--- src/hdl/cdr_defs.svh ---
`ifndef CDR_DEFS_SVH
`define CDR_DEFS_SVH

// sample side
`define N_ADC   8       // adc code width
`define N_TI    16      // interleaved samples per batch
`define N_GRP   4       // clock groups, sample 4k+g is group g
`define N_PD    12      // group phase error, +/-1024 plus offset

// loop side
`define N_INT   20      // integrator width
`define N_PHS   16      // phase accumulator width
`define N_PI    8       // interpolator code, top bits of phase
`define N_SHIFT 4       // gain shift count width
`define N_ACQ   16      // acquisition length counter width

`endif

--- src/hdl/adc_pack.sv ---
`include "cdr_defs.svh"

// types for the adc/detector side of the loop
package adc_pack;

    // raw adc sample, -128..+127
    typedef logic signed [`N_ADC-1:0] code_t;

    // summed mm error of one clock group
    typedef logic signed [`N_PD-1:0] pd_t;

    // static skew trim, one per group
    typedef logic signed [`N_ADC-1:0] offset_t;

endpackage

--- src/hdl/cdr_pack.sv ---
`include "cdr_defs.svh"

// types for the filter/control side of the loop
package cdr_pack;

    typedef logic [`N_SHIFT-1:0] shift_t;        // gain as right shift
    typedef logic signed [`N_INT-1:0] integ_t;   // integral path
    typedef logic [`N_PHS-1:0] phase_t;          // wraps modulo 2^N_PHS
    typedef logic [`N_PI-1:0] pi_code_t;         // msbs of phase_t
    typedef logic [`N_ACQ-1:0] acq_len_t;        // acq duration, cycles

    // loop sequencing
    typedef enum logic [1:0] {
        CDR_IDLE  = 2'd0,   // filters parked
        CDR_ACQ   = 2'd1,   // fast gains
        CDR_TRACK = 2'd2,   // slow gains
        CDR_HOLD  = 2'd3    // frozen
    } cdr_state_e;

endpackage

--- src/hdl/mm_pd.sv ---
`timescale 1ns/1ps
`include "cdr_defs.svh"

// mueller-muller phase detector giving one error per clock group
module mm_pd (
    input  logic              clk,
    input  logic              ext_rstb,
    input  adc_pack::code_t   codes [`N_TI-1:0],        // one batch per clk
    input  logic [`N_TI-1:0]  bits,                     // sliced decisions
    input  adc_pack::offset_t pd_offset [`N_GRP-1:0],   // per-group trim
    output adc_pack::pd_t     pd_out [`N_GRP-1:0]       // valid every cycle
);

    // worst case |sum| plus worst case |offset|
    localparam int PD_LIM = (`N_TI / `N_GRP) * 2 * (2 ** (`N_ADC - 1)) + 2 ** (`N_ADC - 1);

    // pre holds the newest batch
    adc_pack::code_t codes_pre [`N_TI-1:0];   // batch n+1
    adc_pack::code_t codes_cur [`N_TI-1:0];   // batch n under evaluation
    // decisions keep all three batches for the boundary symbols
    logic [`N_TI-1:0] bits_pre;
    logic [`N_TI-1:0] bits_cur;
    logic [`N_TI-1:0] bits_pos;

    logic signed [1:0] ak [`N_TI:-1];             // +/-1 symbol signs with both edges
    logic signed [2:0] ak_dif [`N_TI-1:0];        // a[i+1] - a[i-1] in -2/0/+2
    logic signed [`N_ADC+1:0] term [`N_TI-1:0];   // per-sample mm term within +/-256
    logic signed [`N_PD-1:0] grp_sum [`N_GRP-1:0];

    // all zero after reset so every bit reads as -1
    always_ff @(posedge clk or negedge ext_rstb) begin
        if (!ext_rstb) begin
            codes_pre <= '{default: '0};
            codes_cur <= '{default: '0};
            bits_pre  <= '0;
            bits_cur  <= '0;
            bits_pos  <= '0;
        end else begin
            codes_pre <= codes;
            codes_cur <= codes_pre;
            bits_pre  <= bits;
            bits_cur  <= bits_pre;
            bits_pos  <= bits_cur;
        end
    end

    // boundary symbols come from the neighbouring batches
    assign ak[`N_TI] = bits_pre[0] ? 2'sd1 : -2'sd1;          // first of next batch
    assign ak[-1]    = bits_pos[`N_TI-1] ? 2'sd1 : -2'sd1;    // last of prev batch

    for (genvar i = 0; i < `N_TI; i++) begin : g_sym
        assign ak[i] = bits_cur[i] ? 2'sd1 : -2'sd1;
    end

    // code times neighbour sign difference
    for (genvar i = 0; i < `N_TI; i++) begin : g_term
        assign ak_dif[i] = ak[i+1] - ak[i-1];
        assign term[i]   = codes_cur[i] * ak_dif[i];   // 10b signed context
    end

    // group g gathers samples g, g+4, g+8, g+12
    always_comb begin
        for (int g = 0; g < `N_GRP; g++) begin
            grp_sum[g] = '0;
            for (int k = 0; k < `N_TI / `N_GRP; k++) begin
                grp_sum[g] = grp_sum[g] + term[`N_GRP*k + g];
            end
        end
    end

    // offset added to the full-width sum without rescale
    for (genvar g = 0; g < `N_GRP; g++) begin : g_out
        assign pd_out[g] = grp_sum[g] + pd_offset[g];

        // error never leaves the detector's headroom
        a_pd_range: assert property (@(posedge clk) disable iff (!ext_rstb)
            (pd_out[g] <= PD_LIM) && (pd_out[g] >= -PD_LIM))
            else $error("mm_pd: group %0d error %0d out of range", g, pd_out[g]);
    end

endmodule

--- src/hdl/loop_filter.sv ---
`timescale 1ns/1ps
`include "cdr_defs.svh"

// second-order pi filter for one clock group
// saturating integrator feeding a wrapping phase accumulator
module loop_filter (
    input  logic               clk,
    input  logic               ext_rstb,
    input  adc_pack::pd_t      pd_in,      // group phase error
    input  logic               lf_en,      // update this edge
    input  logic               lf_clear,   // zero integ and phase
    input  cdr_pack::shift_t   kp_shift,   // proportional gain
    input  cdr_pack::shift_t   ki_shift,   // integral gain
    output cdr_pack::pi_code_t pi_code     // to interpolator
);

    cdr_pack::integ_t integ;               // integral state
    cdr_pack::phase_t phase;               // wraps, never saturates
    cdr_pack::integ_t pd_ext;              // error at integrator width
    logic signed [`N_INT:0] integ_sum;     // one guard bit
    cdr_pack::integ_t integ_sat;
    cdr_pack::integ_t p_term;
    cdr_pack::integ_t i_term;
    logic signed [`N_INT:0] step;          // phase increment before wrap
    cdr_pack::phase_t phase_nxt;

    assign pd_ext = pd_in;   // sign extends

    // integrator update, clamp on overflow
    assign integ_sum = integ + pd_ext;
    assign integ_sat = (integ_sum[`N_INT] != integ_sum[`N_INT-1]) ?
                       {integ_sum[`N_INT], {(`N_INT-1){~integ_sum[`N_INT]}}} :
                       integ_sum[`N_INT-1:0];

    // gains as arithmetic shifts; integral path uses the old integ
    assign p_term = pd_ext >>> kp_shift;
    assign i_term = integ >>> ki_shift;
    assign step   = p_term + i_term;

    // only the low bits matter modulo 2^N_PHS
    assign phase_nxt = phase + step[`N_PHS-1:0];

    always_ff @(posedge clk or negedge ext_rstb) begin
        if (!ext_rstb) begin
            integ <= '0;
            phase <= '0;
        end else if (lf_clear) begin
            integ <= '0;     // fresh acquisition
            phase <= '0;
        end else if (lf_en) begin
            integ <= integ_sat;
            phase <= phase_nxt;
        end
        // neither -> hold
    end

    // code lags phase by one clk
    always_ff @(posedge clk or negedge ext_rstb) begin
        if (!ext_rstb) begin
            pi_code <= '0;
        end else begin
            pi_code <= phase[`N_PHS-1 -: `N_PI];
        end
    end

    // clear and update come from the controller and must never overlap
    a_en_clr_excl: assert property (@(posedge clk) disable iff (!ext_rstb)
        !(lf_en && lf_clear))
        else $error("loop_filter: lf_en and lf_clear high together");

endmodule

--- src/hdl/cdr_ctrl.sv ---
`timescale 1ns/1ps
`include "cdr_defs.svh"

// sequences idle -> acq -> track, with hold on freeze
module cdr_ctrl (
    input  logic               clk,
    input  logic               ext_rstb,
    input  logic               cdr_en,     // low parks the loop
    input  logic               freeze,     // stop filter updates
    input  cdr_pack::acq_len_t acq_len,    // enabled cycles of acq
    input  cdr_pack::shift_t   kp_acq,
    input  cdr_pack::shift_t   ki_acq,
    input  cdr_pack::shift_t   kp_trk,
    input  cdr_pack::shift_t   ki_trk,
    output logic               lf_en,
    output logic               lf_clear,   // one cycle, first acq cycle
    output cdr_pack::shift_t   kp_shift,
    output cdr_pack::shift_t   ki_shift,
    output logic               tracking
);

    cdr_pack::cdr_state_e state;
    cdr_pack::cdr_state_e state_nxt;
    cdr_pack::acq_len_t   acq_cnt;     // enabled acq cycles so far
    logic [`N_ACQ:0]      cnt_inc;     // count incl. this cycle, no wrap
    logic                 acq_last;    // this enabled cycle ends acq

    assign cnt_inc  = {1'b0, acq_cnt} + 1'b1;
    assign acq_last = (cnt_inc >= {1'b0, acq_len});   // zero length acts as one

    always_comb begin
        state_nxt = state;
        if (!cdr_en) begin
            state_nxt = cdr_pack::CDR_IDLE;    // from anywhere
        end else begin
            case (state)
                cdr_pack::CDR_IDLE: begin
                    state_nxt = cdr_pack::CDR_ACQ;
                end
                cdr_pack::CDR_ACQ: begin
                    if (freeze)
                        state_nxt = cdr_pack::CDR_HOLD;
                    else if (lf_en && acq_last)
                        state_nxt = cdr_pack::CDR_TRACK;
                end
                cdr_pack::CDR_TRACK: begin
                    if (freeze)
                        state_nxt = cdr_pack::CDR_HOLD;
                end
                cdr_pack::CDR_HOLD: begin
                    if (!freeze)
                        state_nxt = cdr_pack::CDR_TRACK;   // never back to acq
                end
                default: state_nxt = cdr_pack::CDR_IDLE;
            endcase
        end
    end

    always_ff @(posedge clk or negedge ext_rstb) begin
        if (!ext_rstb) begin
            state    <= cdr_pack::CDR_IDLE;
            lf_clear <= 1'b0;
            acq_cnt  <= '0;
        end else begin
            state    <= state_nxt;
            lf_clear <= (state == cdr_pack::CDR_IDLE) && cdr_en;   // entering acq
            if (state == cdr_pack::CDR_IDLE)
                acq_cnt <= '0;
            else if ((state == cdr_pack::CDR_ACQ) && lf_en)
                acq_cnt <= cnt_inc[`N_ACQ-1:0];
        end
    end

    // decoded outputs, clear cycle masks the update
    assign lf_en    = ((state == cdr_pack::CDR_ACQ) || (state == cdr_pack::CDR_TRACK))
                      && !lf_clear;
    assign kp_shift = (state == cdr_pack::CDR_ACQ) ? kp_acq : kp_trk;
    assign ki_shift = (state == cdr_pack::CDR_ACQ) ? ki_acq : ki_trk;
    assign tracking = (state == cdr_pack::CDR_TRACK);

    // catches x or corrupted state bits
    a_state_legal: assert property (@(posedge clk) disable iff (!ext_rstb)
        state inside {cdr_pack::CDR_IDLE, cdr_pack::CDR_ACQ,
                      cdr_pack::CDR_TRACK, cdr_pack::CDR_HOLD})
        else $error("cdr_ctrl: illegal state %b", state);

endmodule

--- src/hdl/cdr_core.sv ---
`timescale 1ns/1ps
`include "cdr_defs.svh"

// clock recovery top: detector, controller, one filter per clock group
module cdr_core (
    input  logic               clk,
    input  logic               ext_rstb,
    input  adc_pack::code_t    codes [`N_TI-1:0],        // adc batch
    input  logic [`N_TI-1:0]   bits,                     // decisions
    input  adc_pack::offset_t  pd_offset [`N_GRP-1:0],   // per-group trim
    input  logic               cdr_en,
    input  logic               freeze,
    input  cdr_pack::acq_len_t acq_len,
    input  cdr_pack::shift_t   kp_acq,                   // fast gains
    input  cdr_pack::shift_t   ki_acq,
    input  cdr_pack::shift_t   kp_trk,                   // slow gains
    input  cdr_pack::shift_t   ki_trk,
    output adc_pack::pd_t      pd_out [`N_GRP-1:0],      // also feeds filters
    output cdr_pack::pi_code_t pi_code [`N_GRP-1:0],     // one per group
    output logic               tracking
);

    // shared by all four filters
    logic             lf_en;
    logic             lf_clear;
    cdr_pack::shift_t kp_shift;
    cdr_pack::shift_t ki_shift;

    mm_pd u_pd (
        .clk       (clk),
        .ext_rstb  (ext_rstb),
        .codes     (codes),
        .bits      (bits),
        .pd_offset (pd_offset),
        .pd_out    (pd_out)
    );

    cdr_ctrl u_ctrl (
        .clk      (clk),
        .ext_rstb (ext_rstb),
        .cdr_en   (cdr_en),
        .freeze   (freeze),
        .acq_len  (acq_len),
        .kp_acq   (kp_acq),
        .ki_acq   (ki_acq),
        .kp_trk   (kp_trk),
        .ki_trk   (ki_trk),
        .lf_en    (lf_en),
        .lf_clear (lf_clear),
        .kp_shift (kp_shift),
        .ki_shift (ki_shift),
        .tracking (tracking)
    );

    // filter g closes the loop for clock group g
    for (genvar g = 0; g < `N_GRP; g++) begin : g_lf
        loop_filter u_lf (
            .clk      (clk),
            .ext_rstb (ext_rstb),
            .pd_in    (pd_out[g]),
            .lf_en    (lf_en),
            .lf_clear (lf_clear),
            .kp_shift (kp_shift),
            .ki_shift (ki_shift),
            .pi_code  (pi_code[g])
        );
    end

endmodule

--- config.mk ---
export PLATFORM = sky130hd
export DESIGN_NAME = cdr_core
export DESIGN_NICKNAME = d
export VERILOG_FILES = /design/src/hdl/adc_pack.sv /design/src/hdl/cdr_pack.sv /design/src/hdl/mm_pd.sv /design/src/hdl/loop_filter.sv /design/src/hdl/cdr_ctrl.sv /design/src/hdl/cdr_core.sv
export VERILOG_INCLUDE_DIRS = /design/src /design/src/hdl
export SDC_FILE = /design/constraint.sdc
export NUM_CORES = 2
export LEC_CHECK = 0
export BUFFER_PORTS_ARGS = -buffer_cell sky130_fd_sc_hd__buf_2
export CAP_MARGIN = 25
export CORE_MARGIN = 2
export CORE_UTILIZATION = 30
export CTS_CLUSTER_DIAMETER = 60
export DETAILED_ROUTE_END_ITERATION = 16
export GPL_TIMING_DRIVEN = 0
export PLACE_DENSITY = 0.49
export SLEW_MARGIN = 40
export SYNTH_ARGS = -nofsm -noshare
export SYNTH_HDL_FRONTEND = slang
export SYNTH_SLANG_ARGS = --single-unit
--- constraint.sdc ---
create_clock -name clk -period 14.5 [get_ports clk]
set_clock_uncertainty 0.15 [all_clocks]
set_input_delay 0.725 -clock clk [delete_from_list [all_inputs] [get_ports clk]]
set_output_delay 0.725 -clock clk [all_outputs]
set_load 0.02 [all_outputs]
-- Word-level counts from Yosys, hierarchy flattened
Cells that the tools add are included.
W data, S select, Z words.
- bitwise logic cells: 4
- add/sub/neg operators: 45
- multiply operators: 16
- muxes and demuxes: 48
- order comparisons: 1
- shifts and indexed selects: 8
- reductions and logical operators: 10
- eq/ne operators: 10
- operators by type and width (cell ; number):
    $mux W20 ; 12
    $mul A8 B3 Y10 ; 16
    $mux W16 ; 10
    $add A16 B16 Y16 ; 8
    $add A20 B12 Y21 ; 4
    $sshr A20 B4 Y16 ; 4
    $sshr A12 B4 Y16 ; 4
    $add A11 B10 Y12 ; 4
    $add A12 B10 Y12 ; 4
    $add A12 B8 Y12 ; 4
    $sub A2 B2 Y3 ; 16
    $mux W2 ; 23
    $add A10 B10 Y11 ; 4
    $add A16 B1 Y17 const B ; 1
    $ge A17 B16 Y1 ; 1
    $mux W4 ; 2
    $pmux W2 S4 ; 1
    $ne A3 B3 Y1 const B ; 2
    $eq A2 B2 Y1 const B ; 2
    $logic_and A1 B1 Y1 ; 4
    $ne A1 B1 Y1 ; 4
    $ne A4 B3 Y1 const B ; 1
    $not A1 Y1 ; 4
    $reduce_bool A2 Y1 ; 2
    5 further kinds ; 5
- output and inout bits: 81
- bits in registers: 499
- input port bits: 212
- word-level logic and storage cells: 192

-- Longest topological paths before layout
- word-level depth: 12
- depth in mapped cells: 39
- depth with buffers taken out: 39

-- Modules after synthesis
From an unflattened synthesis, not the netlist that was laid out.
- cells, all modules: 3889
- area total of the unflattened synthesis: 40248.6 um^2
- by module, submodules not included (module ; cells each ; area an instance (um^2) ; instances):
    mm_pd ; 1675 ; 19832.8 ; 1
    loop_filter (g_lf[0].u_lf ...) ; 501 ; 4669.5 ; 3
    loop_filter (g_lf[3].u_lf) ; 511 ; 4699.5 ; 1
    cdr_ctrl ; 200 ; 1707.9 ; 1

-- Worst setup path before layout
No wires, ideal clock.
- path type: register -> register
- start point: register u_pd.bits_cur[2]
- end point: register g_lf[1].u_lf.phase[15]
- data arrival time: 8862 ps
- library setup time: 120 ps
- slack: 5369 ps
- required time: 14230 ps
- cell stages (with the launch flop): 37
- period minus slack after synthesis: 9131 ps
- cells stage by stage: dfrtp_1 inv_1 ha_1 nor2b_1 ha_1 ha_1 ha_1 fa_1 a21oi_1 nor2_1 nor2_1 o21bai_1 a21oi_1 xnor2_1 fa_1 fa_1 inv_1 fa_1 xnor2_1 xnor2_1 xnor3_1 xnor2_1 clkbuf_1 o21ai_0 o21ai_0 fa_1 ha_1 fa_1 a211oi_1 o21ai_0 nand4_1 nand3_1 o41ai_1 o21ai_0 xnor2_1 a21oi_1 a31o_1
- RTL lines (element ; RTL line ; RTL):
    start, declared ; mm_pd.sv:22 ; logic [`N_TI-1:0] bits_cur;
    start signal, assigned ; mm_pd.sv:42 ; bits_cur <= bits_pre;
    end signal, assigned ; loop_filter.sv:52 ; phase <= phase_nxt;
    end, declared ; loop_filter.sv:18 ; cdr_pack::phase_t phase;

-- Worst setup path in the final report
- start point: register u_pd.bits_cur[6]
- end point: register g_lf[1].u_lf.phase[15]
- word-level cells in the longest chain between the ends: 12
- ends and longest elaborated chain (element ; RTL line ; RTL):
    $mux W2 ; mm_pd.sv:52 ; assign ak[i] = bits_cur[i] ? 2'sd1 : -2'sd1;
    $sub A2 B2 Y3 ; mm_pd.sv:57 ; assign ak_dif[i] = ak[i+1] - ak[i-1];
    $mul A8 B3 Y10 ; mm_pd.sv:58 ; assign term[i] = codes_cur[i] * ak_dif[i];
    $add A10 B10 Y11 ; mm_pd.sv:66 ; grp_sum[g] = grp_sum[g] + term[`N_GRP*k + g];
    $add A11 B10 Y12 ; mm_pd.sv:66 ;
    $add A12 B10 Y12 ; mm_pd.sv:66 ;
    $add A12 B8 Y12 ; mm_pd.sv:73 ; assign pd_out[g] = grp_sum[g] + pd_offset[g];
    $sshr A12 B4 Y16 ; loop_filter.sv:36 ; assign p_term = pd_ext >>> kp_shift;
    $add A16 B16 Y16 ; loop_filter.sv:38 ; assign step = p_term + i_term;
    $add A16 B16 Y16 ; loop_filter.sv:41 ; assign phase_nxt = phase + step[`N_PHS-1:0];
    $mux W16 ; loop_filter.sv:50 ; end else if (lf_en) begin
    $mux W16 ; loop_filter.sv:47 ; end else if (lf_clear) begin
No other way between the ends. The select of a mux whose other input is x is not followed.
A chain may end at the register's enable or synchronous reset.

==> qor.csv <==
stage,metric,value,unit
global_routing,grt_max_degree,74,
finish,fin_cells,6322,
worst_hold_path,worstHoldPathType,in2reg,
drt,vias,31030,
timing,finalSetupViolCount,0,
clock_network,cts.htree.levels,3,
logic_synthesis,synth_edf_count,0,
timing,rsz0062_at_grt,false,
finish,drive_gt1_frac,0.128,
timing,hold_viol,0,
clock_network,cts_tree,yes,
critical_path,path_max_fanout,23,
worst_hold_path,min_delay_worst_endpoint,u_pd.codes_pre[105]$_DFF_PN0_,
critical_path,crit_path_end_kind,register,
timing,setup_tns,0,ns
floorplanning,die_w,368,um
placement,portBuffers,292,
placement,gp_congestion,0.969,
logic_synthesis,synth_cells,3986,
critical_path,crit_arrival,11.09,ns
logic_synthesis,synth_ff_type,dfrtp_1,
critical_path,crit_path_top_delay_cell,o41ai_1,
logic_synthesis,avgSynthCellArea,10.0,sq um
floorplanning,initial_core_util,0.303,
drt,via_per_inst,4.91,
clock_network,numCtsBuffers,74,
critical_path,max_stage_delay,0.62,ns
flow_run,cap_violations,0,
logic_synthesis,ys_types,85,
run_status,status,finished clean,
critical_path,crit_type,reg2reg,
drt,drcViolationCount,0,
global_routing,grt_pass1_vias,31883,
finish,ff_latch_area,0.0121,sq mm
clock_network,post_cts_buffers,0,
timing,period_minus_slack,10.68,ns
logic_synthesis,ys_warn_count,0,
floorplanning,num_rows,133,
global_routing,grt_remaining_overflow,0,
drt,wl_per_cell,20.3,um
timing,report.final.slew_viol_count,0,
finish,fin_nets,5452,
placement,pre_cts_slack,3.87,ns
logic_synthesis,syn_area,0.0399,sq mm
floorplanning,die_area,0.136,sq mm
global_routing,grt_usage,0.189,
timing,fin_crit_sh,0.737,
drt,drt_first_pass_iters,5,
clock_network,cts_hold_buf,142,
worst_hold_path,worstHoldStart,codes[105],
worst_hold_path,whs_path_depth,1,
global_routing,grt_pass1_wl,196,mm
finish,final_area,0.0480,sq mm
timing,clock.fmax,0.0936,GHz
floorplanning,core-area,0.132,sq mm
critical_path,crit_required,14.91,ns
drt,finalWirelength,128,mm
critical_path,rr_worst_depth,36,
finish,final_cell_mix,"ha_1 (537), dfrtp_1 (484), a21oi_1 (309), buf_2 (308), inv_1 (274)",
finish,nFillCells,13303,
logic_synthesis,synth_seq_cells,484,
drt,drt.antenna.violating_nets,0,
clock_network,clock-sinks,484,
logic_synthesis,async_flop_share,1.00,
finish,area_delta_synth_final,20.4,%
finish,final_common_cell,ha_1,
timing,relSlewSlack,0.389,
critical_path,worst-r2r-setup-slack,3.82,ns
placement,place_area,0.0440,sq mm
timing,setup_slack,3.82,ns
logic_synthesis,syn-num-nets,4931,
floorplanning,fp.dieH,368,um
critical_path,r2r-start,u_pd.bits_cur[6]$_DFF_PN0_,
critical_path,worst_r2r_endpoint,g_lf[1].u_lf.phase[15]$_DFFE_PN0P_,
clock_network,worstSkewPairLatency,0.69,ns
critical_path,critPathLaunchType,register,
clock_network,cts-root-buf,clkbuf_16,
logic_synthesis,ys_seq_area_frac,0.304,
clock_network,cts_resized,0,
finish,multi_input_area,0.0263,sq mm
clock_network,clk_pin_slew,0.06,ns
placement,dp_hpwl,103,mm
drt,drtIter0Drc,1884,
clock_network,clock_path_buffers,3,
floorplanning,boundaryPins,293,
placement,dp.cells,6043,
global_routing,antenna_found_initial,9,
timing,tightest_slew,0.916,ns
worst max path at each step:
stage	from	cells past startpoint	slack (ns)	endpoint
after floorplan	u_pd.bits_cur[2]$_DFF_PN0_	36	5.37	g_lf[1].u_lf.phase[15]$_DFFE_PN0P_
after global placement	ext_rstb	1	1.96	u_pd.codes_cur[62]$_DFF_PN0_
after detailed placement	u_pd.bits_cur[6]$_DFF_PN0_	38	3.87	g_lf[1].u_lf.phase[15]$_DFFE_PN0P_
after CTS	u_pd.bits_cur[6]$_DFF_PN0_	38	3.80	g_lf[1].u_lf.phase[15]$_DFFE_PN0P_
after global routing	u_pd.bits_cur[6]$_DFF_PN0_	36	2.96	g_lf[1].u_lf.phase[15]$_DFFE_PN0P_
final	u_pd.bits_cur[6]$_DFF_PN0_	36	3.82	g_lf[1].u_lf.phase[15]$_DFFE_PN0P_
cell families after synthesis:
logic type / Yosys count / synth area share
AO/OA/AOI/OAI: 885 / 0.146
XOR/XNOR: 297 / 0.0667
adder cells (fa/ha/maj): 736 / 0.268
buffers and inverters: 402 / 0.0402
flip-flops: 484 / 0.304
multiplexers: 199 / 0.0531
AND/OR/NAND/NOR: 983 / 0.122
synthesized netlist by cell type (all sizes together), types with 5 or more instances:
library cell | count | share of area
ha | 537 | 0.17
xor2 | 86 | 0.019
nand3 | 46 | 0.0058
and2 | 16 | 0.0025
fa | 196 | 0.098
nand2b | 16 | 0.0025
a31oi | 28 | 0.0044
inv | 274 | 0.026
a21boi | 6 | 0.0014
a221o | 54 | 0.014
o2111ai | 6 | 0.0013
nor2b | 262 | 0.041
o31a | 6 | 0.0014
xnor2 | 207 | 0.045
o22ai | 13 | 0.0020
a2111oi | 8 | 0.0033
buf | 31 | 0.0043
or2 | 12 | 0.0019
o311a | 7 | 0.0018
o211ai | 23 | 0.0045
or3 | 17 | 0.0027
nor3 | 72 | 0.0097
a22oi | 6 | 0.0011
dfrtp | 484 | 0.30
a31o | 5 | 0.0011
nand4 | 15 | 0.0024
mux4 | 6 | 0.0034
o21bai | 43 | 0.0081
mux2 | 29 | 0.0082
a211o | 5 | 0.0011
and3 | 23 | 0.0036
o41ai | 11 | 0.0024
clkbuf | 97 | 0.010
a21o | 72 | 0.014
nor2 | 257 | 0.024
o21a | 20 | 0.0038
mux2i | 164 | 0.042
nand2 | 230 | 0.022
a21oi | 312 | 0.040
a211oi | 90 | 0.017
o31ai | 12 | 0.0025
o21ai | 138 | 0.018
flip-flops by register name, summed over array words and instances (netlist names):
signal and cells:
g_lf.u_lf.integ 80, g_lf.u_lf.phase 64, g_lf.u_lf.pi_code 32, u_ctrl.acq_cnt 16
u_ctrl.lf_clear 1, u_ctrl.state 2, u_pd.bits_cur 16, u_pd.bits_pos 1
u_pd.bits_pre 16, u_pd.codes_cur 128, u_pd.codes_pre 128
metal layers:
metal,global-route usage,share of wire,vias to the layer above
li1,-,-,15068
met1,0.265,0.48,14990
met2,0.296,0.45,784
met3,0.0283,0.051,188
met4,0.0651,0.028,0
met5,0,0,-
stage by stage:
stage	hold slack [ns]	util
final	0.0697	0.365
after global routing	0.0374	0.365
after CTS	0.00678	0.364
after detailed placement	0.185	0.334
after global placement	0.183	0.331
after floorplan	0.181	-
critical path: cells and delay by family (launching register included):
| family | cells | cell delay, ns |
|---|---|---|
| fa+ha+maj | 12 | 4.44 |
| compound gates | 12 | 3.21 |
| xor+xnor | 3 | 1.16 |
| buf+inv | 6 | 0.92 |
| flops | 1 | 0.39 |
| simple gates | 3 | 0.30 |
area by class of cell:
cell class,instances,share of cell area
multi-input combinational,3100,0.549
timing repair buffer,445,0.0655
inverter,274,0.0214
clock buffer,86,0.0414
buffer,128,0.0126
clock inverter,47,0.0121
sequential,484,0.252
antenna,3,0.000156
tap,1755,0.0458
Power is not shown: default switching activity piles up to over one toggle a cycle in this logic, so the estimate is an artifact.
